==> src/hw/ising_pkg.sv <==
////////////////////
// Spin count, weight and field widths, field vector type, run length
////////////////////

`default_nettype none

package ising_pkg;

    localparam int N_SPINS    = 4;
    localparam int SPIN_IDX_W = $clog2(N_SPINS);

    // Signed coupling or bias
    localparam int WEIGHT_W = 8;

    // Signed local field, wide enough for the bias plus N_SPINS-1 couplings
    localparam int FIELD_W = 12;

    // Field of spin k sits in element k
    typedef logic [N_SPINS-1:0][FIELD_W-1:0] field_vec_t;

    // One run is a fixed number of round-robin sweeps
    localparam int SWEEPS     = 2;
    localparam int RUN_CYCLES = SWEEPS * N_SPINS;
    localparam int STEP_W     = $clog2(RUN_CYCLES);

endpackage

`default_nettype wire

==> src/hw/cfg_pkg.sv <==
////////////////////
// Register request struct, address and data widths
////////////////////

`default_nettype none

package cfg_pkg;

    localparam int ADDR_W = 16;
    localparam int DATA_W = 32;

    // Returned when no cell is addressed
    localparam logic [DATA_W-1:0] IDLE_RDATA = 32'hAAAA_AAAA;

    // Spin index sits in the top address bits, row in s_addr and column in d_addr
    typedef struct packed {
        logic              sel;
        logic              wr;
        logic [ADDR_W-1:0] s_addr;
        logic [ADDR_W-1:0] d_addr;
        logic [DATA_W-1:0] wdata;
    } cfg_req_t;

endpackage

`default_nettype wire

==> src/hw/coupled_cell.sv <==
////////////////////
// Off-diagonal cell with one signed coupling
////////////////////

`timescale 1ns/1ps
`default_nettype none

module coupled_cell (
    input  logic                                clk,
    input  logic                                arst_n,
    input  cfg_pkg::cfg_req_t                   cfg,
    input  logic                                spin,
    output logic signed [ising_pkg::FIELD_W-1:0] field_part,
    output logic [cfg_pkg::DATA_W-1:0]          rdata
);

    logic signed [ising_pkg::WEIGHT_W-1:0] weight;
    logic signed [ising_pkg::FIELD_W-1:0]  weight_ext;

    always_ff @(posedge clk or negedge arst_n) begin
        if (!arst_n) begin
            weight <= '0;
        end else if (cfg.sel && cfg.wr) begin
            weight <= cfg.wdata[ising_pkg::WEIGHT_W-1:0];
        end
    end

    assign weight_ext = weight;

    // Spin up adds J, spin down subtracts it
    assign field_part = spin ? weight_ext : -weight_ext;

    assign rdata = cfg.sel ?
        {{(cfg_pkg::DATA_W - ising_pkg::WEIGHT_W){weight[ising_pkg::WEIGHT_W-1]}}, weight} :
        cfg_pkg::IDLE_RDATA;

endmodule

`default_nettype wire

==> src/hw/shorted_cell.sv <==
////////////////////
// Diagonal cell with one spin bias
////////////////////

`timescale 1ns/1ps
`default_nettype none

module shorted_cell (
    input  logic                                clk,
    input  logic                                arst_n,
    input  cfg_pkg::cfg_req_t                   cfg,
    output logic signed [ising_pkg::FIELD_W-1:0] field_part,
    output logic [cfg_pkg::DATA_W-1:0]          rdata
);

    logic signed [ising_pkg::WEIGHT_W-1:0] bias;

    always_ff @(posedge clk or negedge arst_n) begin
        if (!arst_n) begin
            bias <= '0;
        end else if (cfg.sel && cfg.wr) begin
            bias <= cfg.wdata[ising_pkg::WEIGHT_W-1:0];
        end
    end

    // Bias enters the row field whatever the spin
    assign field_part = bias;

    assign rdata = cfg.sel ?
        {{(cfg_pkg::DATA_W - ising_pkg::WEIGHT_W){bias[ising_pkg::WEIGHT_W-1]}}, bias} :
        cfg_pkg::IDLE_RDATA;

endmodule

`default_nettype wire

==> src/hw/recursive_matrix.sv <==
////////////////////
// Recursive quadrant split of the coupling matrix
// Address routing, symmetry, row field sums, readback
////////////////////

`timescale 1ns/1ps
`default_nettype none

module recursive_matrix #(
    parameter int N         = 4,
    parameter int DIAGONAL  = 1,
    parameter int TRANSPOSE = 0
) (
    input  logic                                clk,
    input  logic                                arst_n,
    input  cfg_pkg::cfg_req_t                   cfg,
    input  logic [N-1:0]                        spins,
    output logic [N-1:0][ising_pkg::FIELD_W-1:0] field,
    output logic [cfg_pkg::DATA_W-1:0]          rdata
);

    if (N != 1) begin : g_split
        // Quadrants 0..3 are upper-left, upper-right, lower-left, lower-right
        logic                                    s_top;
        logic                                    d_top;
        logic                                    upper_right;
        logic                                    lower_left;
        logic                                    mirror;
        logic [3:0]                              qsel;
        cfg_pkg::cfg_req_t                       child_cfg;
        logic [N/2-1:0][ising_pkg::FIELD_W-1:0] part [4];
        logic [cfg_pkg::DATA_W-1:0]              rd [4];

        assign s_top = cfg.s_addr[cfg_pkg::ADDR_W-1];
        assign d_top = cfg.d_addr[cfg_pkg::ADDR_W-1];

        assign upper_right = cfg.sel & ~s_top & d_top;
        assign lower_left  = cfg.sel & s_top & ~d_top;

        assign qsel[0] = cfg.sel & ~s_top & ~d_top;
        assign qsel[3] = cfg.sel & s_top & d_top;

        // A diagonal block stores one off-diagonal quadrant twice, once transposed
        assign qsel[1] = (DIAGONAL != 0)  ? (upper_right | lower_left) :
                         (TRANSPOSE != 0) ? lower_left : upper_right;
        assign qsel[2] = (DIAGONAL != 0)  ? (upper_right | lower_left) :
                         (TRANSPOSE != 0) ? upper_right : lower_left;

        // Lower-left address of a diagonal block is folded onto (d,s)
        assign mirror = (DIAGONAL != 0) && lower_left;

        always_comb begin
            child_cfg = cfg;
            if (mirror) begin
                child_cfg.s_addr = {cfg.d_addr[cfg_pkg::ADDR_W-2:0], 1'b0};
                child_cfg.d_addr = {cfg.s_addr[cfg_pkg::ADDR_W-2:0], 1'b0};
            end else begin
                child_cfg.s_addr = {cfg.s_addr[cfg_pkg::ADDR_W-2:0], 1'b0};
                child_cfg.d_addr = {cfg.d_addr[cfg_pkg::ADDR_W-2:0], 1'b0};
            end
        end

        for (genvar q = 0; q < 4; q++) begin : g_quad
            cfg_pkg::cfg_req_t q_cfg;

            always_comb begin
                q_cfg     = child_cfg;
                q_cfg.sel = qsel[q];
            end

            // Right column quadrants see the high spin indices
            recursive_matrix #(
                .N        (N / 2),
                .DIAGONAL ((q == 0 || q == 3) ? DIAGONAL : 0),
                .TRANSPOSE((q == 2) ? (DIAGONAL | TRANSPOSE) : TRANSPOSE)
            ) i_quad (
                .clk   (clk),
                .arst_n(arst_n),
                .cfg   (q_cfg),
                .spins ((q % 2 == 1) ? spins[N-1:N/2] : spins[N/2-1:0]),
                .field (part[q]),
                .rdata (rd[q])
            );
        end

        for (genvar r = 0; r < N / 2; r++) begin : g_row
            assign field[r]       = part[0][r] + part[1][r];
            assign field[N/2 + r] = part[2][r] + part[3][r];
        end

        always_comb begin
            rdata = cfg_pkg::IDLE_RDATA;
            for (int q = 3; q >= 0; q--) begin
                if (qsel[q]) begin
                    rdata = rd[q];
                end
            end
        end

    end else if (DIAGONAL != 0) begin : g_shorted
        shorted_cell i_shorted (
            .clk       (clk),
            .arst_n    (arst_n),
            .cfg       (cfg),
            .field_part(field[0]),
            .rdata     (rdata)
        );

    end else begin : g_coupled
        coupled_cell i_coupled (
            .clk       (clk),
            .arst_n    (arst_n),
            .cfg       (cfg),
            .spin      (spins[0]),
            .field_part(field[0]),
            .rdata     (rdata)
        );
    end

endmodule

`default_nettype wire

==> src/hw/spin_update.sv <==
////////////////////
// Spin register with round-robin sign-of-field update
////////////////////

`timescale 1ns/1ps
`default_nettype none

module spin_update (
    input  logic                            clk,
    input  logic                            arst_n,
    input  logic                            start,
    input  logic [ising_pkg::N_SPINS-1:0]   init_spins,
    input  ising_pkg::field_vec_t           field,
    output logic [ising_pkg::N_SPINS-1:0]   spins,
    output logic                            busy,
    output logic                            done
);

    logic [ising_pkg::STEP_W-1:0]        step;
    logic [ising_pkg::SPIN_IDX_W-1:0]    idx;
    logic signed [ising_pkg::FIELD_W-1:0] cur_field;

    // Spin step mod N_SPINS is visited this cycle
    assign idx       = step[ising_pkg::SPIN_IDX_W-1:0];
    assign cur_field = field[idx];

    always_ff @(posedge clk or negedge arst_n) begin
        if (!arst_n) begin
            spins <= '0;
            busy  <= 1'b0;
            done  <= 1'b0;
            step  <= '0;
        end else begin
            done <= 1'b0;
            if (!busy) begin
                if (start) begin
                    spins <= init_spins;
                    busy  <= 1'b1;
                    step  <= '0;
                end
            end else begin
                // Zero field leaves the spin as it is
                if (cur_field > 0) begin
                    spins[idx] <= 1'b1;
                end else if (cur_field < 0) begin
                    spins[idx] <= 1'b0;
                end
                step <= step + 1'b1;
                if (step == ising_pkg::STEP_W'(ising_pkg::RUN_CYCLES - 1)) begin
                    busy <= 1'b0;
                    done <= 1'b1;
                end
            end
        end
    end

endmodule

`default_nettype wire

==> src/hw/ising_core.sv <==
////////////////////
// Ising solver top, matrix and update stage
////////////////////

`timescale 1ns/1ps
`default_nettype none

module ising_core (
    input  logic                          clk,
    input  logic                          arst_n,
    input  cfg_pkg::cfg_req_t             cfg,
    input  logic                          start,
    input  logic [ising_pkg::N_SPINS-1:0] init_spins,
    output logic [cfg_pkg::DATA_W-1:0]    rdata,
    output logic [ising_pkg::N_SPINS-1:0] spins,
    output logic                          busy,
    output logic                          done
);

    // Bit k of spins and element k of field belong to spin k
    ising_pkg::field_vec_t field;

    recursive_matrix #(
        .N        (ising_pkg::N_SPINS),
        .DIAGONAL (1),
        .TRANSPOSE(0)
    ) i_matrix (
        .clk   (clk),
        .arst_n(arst_n),
        .cfg   (cfg),
        .spins (spins),
        .field (field),
        .rdata (rdata)
    );

    spin_update i_spin_update (
        .clk       (clk),
        .arst_n    (arst_n),
        .start     (start),
        .init_spins(init_spins),
        .field     (field),
        .spins     (spins),
        .busy      (busy),
        .done      (done)
    );

endmodule

`default_nettype wire

==> config.mk <==
export PLATFORM = sky130hd
export DESIGN_NAME = ising_core
export DESIGN_NICKNAME = d
export VERILOG_FILES = /design/src/hw/ising_pkg.sv /design/src/hw/cfg_pkg.sv /design/src/hw/coupled_cell.sv /design/src/hw/shorted_cell.sv /design/src/hw/recursive_matrix.sv /design/src/hw/spin_update.sv /design/src/hw/ising_core.sv
export SDC_FILE = /design/constraint.sdc
export NUM_CORES = 1
export LEC_CHECK = 0
export BUFFER_PORTS_ARGS = -buffer_cell sky130_fd_sc_hd__clkbuf_2
export CORE_AREA = 2 2 144 146
export CTS_CLUSTER_DIAMETER = 40
export DETAILED_ROUTE_END_ITERATION = 8
export DIE_AREA = 0 0 146 148
export HOLD_SLACK_MARGIN = 0.05
export PLACE_DENSITY = 0.74
export SLEW_MARGIN = 40
export SYNTH_ARGS = -nofsm -noshare
export SYNTH_HDL_FRONTEND = slang
export SYNTH_SLANG_ARGS = --single-unit
==> constraint.sdc <==
create_clock -name clk -period 8.9 [get_ports clk]
set_clock_uncertainty 0.2 [all_clocks]
set_input_delay 0.89 -clock clk [delete_from_list [all_inputs] [get_ports clk]]
set_output_delay 0.89 -clock clk [all_outputs]
set_load 0.02 [all_outputs]
==> metrics.md <==
| Metric | Value |
|---|---|
| Status | finished clean |
| Synth Area in Compound Gates | 13.13% |
| Fraction of layout cells with a size suffix above 1 | 12.50% |
| Avg Vias per Cell | roughly 5.9 |
| Simple-gate portion of the synthesized area | 11.76% |
| Seq/Total Area, Yosys | 20.77% |
| Final ANT Viol Nets | 0 |
| Mapped Area | around 0.011 mm2 |
| Initial antenna violation count | 0 |
| Clk sink count | slightly below 90 |
| Final wirelength | 28560 um |
| Max Buffers Root-to-Sink | 2 |
| Post-Route Setup TNS | 0 ns |
| CP endpoint kind | flip-flop |
| Dpl cell area | 0.01094 mm2 |
| R2R cell count | 18 |
| Die area | 0.02161 mm2 |
| Buffers on Ports | 58 |
| Vias in the first global route | 8316 |
| Detailed placement HPWL | 22600 um |
| Mean post-synth cell area | 8.899 um2 |
| Hold buffer count at cts | 0 |
| Distinct cell type count after synthesis | 68 |
| Worst-margin pin slew | 0.7666 ns |
| Crit path max fanout | 8 |
| Diodes inserted | 0 |
| Synth warn | 0 |
| Max_cap viols | 0 |
| Nets | 1407 |
| Overflow after GRT | 0 |
| Routability cong. | between 0.9 and 1 |
| Hold WC Path Type | input port to async pin |
| Worst setup SP type | flip-flop |
| Arrival @ worst endpoint | about 5.7 ns |
| R2R Setup Slk | 3.24 ns |
| CTS tree | built |
| Mux cell area share after synthesis | 10.25% |
| Critical path class | flip-flop to flip-flop |
| Routed WL per cell | approximately 20 um |
| Fin cells | 1462 |
| Core region area | between 0.02 and 0.025 mm2 |
| Setup bufs post-CTS | 0 |
| Synth Area in Adders | between 20% and 30% |
| Top-area cell type share of the netlist area | 20.77% |
| Final min period | 5.658 ns |
| Fin area | 0.01129 mm2 |
| Finish-stage setup viols | 0 |
| CTS root buf | clkbuf_16 |
| Fin. Hold Viols | 0 |
| Seq. cell area | 0.002227 mm2 |
| Syn Nets | ~1400 |
| Tcrit/Tclk final | between 60% and 70% |
| Post-synthesis cell count | around 1200 |
| CTS Buf Count | 9 |
| Placed cells | 1446 |
| Layout fillers | 1809 |
| Post-synth EDFFs | 0 |
| Max Fclk | approximately 180 MHz |
| Starting Density | 53.51% |
| Layout area overhead | 5.263% |
| Top_reg_cell synth | dfrtp_1 |
| Largest net degree at the start of global routing | 81 |
| Gr usage total | 26.77% |
| Register bit total from synthesis | 89 |
| Ports | 111 |
| Initial DRC Count | 641 |
| Worst relative slew slack | 48.70% |
| TritonRoute pass-1 iters | 5 |
| Die extent in y | 148 um |
| Area of the multi-input gates | approximately 0.0074 mm2 |
| Main combinational cell family by area after synthesis | adder cells |
| Row count | 52 |
| Routed vias | roughly 8600 |
| Final Max Tran Viols | 0 |
| Later-pin clock latency in the skew report | ~0.37 ns |
| First-pass GRT wire length | roughly 45000 um |
| Post-CTS sizing | 0 |
| Asr flop ratio synth | 100.0% |
| Die Wd | ~150 um |
| Unrepaired setup endpoints after global routing | no |
| Area leader, netlist | dfrtp_1 |
| Clk slew on worst S/H paths | 0.08 ns |
| Critical Path RT | 8.93 ns |
| Area contributors post-synth | dfrtp_1 21%, fa_1 16%, ha_1 6.8% |
| Residual DRC | 0 |
| H-tree depth | 3 |
| Synth Area in XOR/XNOR | 10.42% |
layout by cell type, fill, tap and decap left out, types with 9 or more instances in the layout:
master | Yosys | layout
inv_1 | 177 | 177
nor2_1 | 105 | 103
dfrtp_1 | 89 | 89
fa_1 | 88 | 88
xor2_1 | 76 | 76
mux2_2 | 60 | 60
ha_1 | 58 | 58
clkbuf_2 | 0 | 57
nand2_1 | 55 | 55
xnor2_1 | 49 | 49
a21oi_1 | 41 | 41
o21ai_0 | 34 | 34
mux2_1 | 26 | 26
nor3_1 | 24 | 24
o22ai_1 | 16 | 16
a31oi_1 | 15 | 15
nor4_1 | 15 | 15
mux2i_1 | 13 | 13
nor3b_1 | 12 | 12
o21a_1 | 12 | 12
a211oi_1 | 12 | 12
a22oi_1 | 10 | 10
nand2b_1 | 9 | 9
nor2b_1 | 9 | 9
clkbuf_16 | 0 | 9
critical path, cell delays in order (launching register included):
cell       delay (ns)
dfrtp_1          0.48
nor2_1           0.45
nor4b_1          0.48
nor3b_1          0.33
nor2_1           0.09
xor2_1           0.19
fa_1             0.54
inv_1            0.06
fa_1             0.53
inv_1            0.04
ha_1             0.37
nor3_1           0.21
nand2_1          0.07
o31a_1           0.24
o2bb2ai_1        0.13
a211oi_1         0.28
o221ai_1         0.20
a211oi_1         0.50
a21oi_1          0.14
through the flow:
step | util (%) | hold slack [ns] | setup WS (ns)
final | 56.32 | 0.1363 | 3.242
after global routing | 56.32 | 0.1530 | 2.908
after CTS | 56.16 | 0.1464 | 3.324
after detailed placement | 54.59 | 0.3034 | 3.357
after global placement | 54.57 | 0.2885 | 3.406
after floorplan | - | 0.2699 | 3.978
synthesized netlist by cell type, drive strengths merged, types with 13 or more instances:
master	n
inv	178
o22ai	16
xnor2	49
nor3	25
a21oi	41
clkbuf	45
a31oi	15
mux2	86
ha	58
xor2	76
nor4	15
nor2	105
mux2i	13
o21ai	41
dfrtp	89
fa	88
nand2	55
buf	47
routing by layer:
layer	global-route usage [%]	up-vias	part of all wire, %
met1	37.18	4236	44
met5	0	-	0
met2	43.87	367	46
li1	-	3963	-
met3	3.333	50	6.6
met4	8.835	0	2.9
how the worst max path moves through the flow:
stage,end,depth (start not counted),slack [ns],startpoint
2_1_floorplan,flip-flop,19,3.98,flip-flop
3_3_place_gp,flip-flop,17,3.41,flip-flop
3_5_place_dp,flip-flop,18,3.36,flip-flop
4_1_cts,flip-flop,18,3.32,flip-flop
5_1_grt,flip-flop,18,2.91,flip-flop
6_report,flip-flop,18,3.24,flip-flop
logic make-up (layout without fill, tap and decap cells):
group	Yosys count	count (layout)
AO/OA/AOI/OAI	210	210
multiplexers	99	99
adder cells (fa/ha/maj)	146	146
AND/OR/NAND/NOR	265	265
XOR/XNOR	126	126
buffers and inverters	270	257
flip-flops	89	89
layout make-up:
| class | count | share of cell area, % |
|---|---|---|
| clock buffer | 9 | 1.995 |
| multi-input combinational | 846 | 65.36 |
| sequential | 89 | 19.73 |
| inverter | 178 | 5.920 |
| timing repair buffer | 64 | 3.204 |
| clock inverter | 6 | 0.7981 |
| tap | 270 | 2.993 |
Power is not shown: default switching activity piles up to over one toggle a cycle in this logic, so the estimate is an artifact.
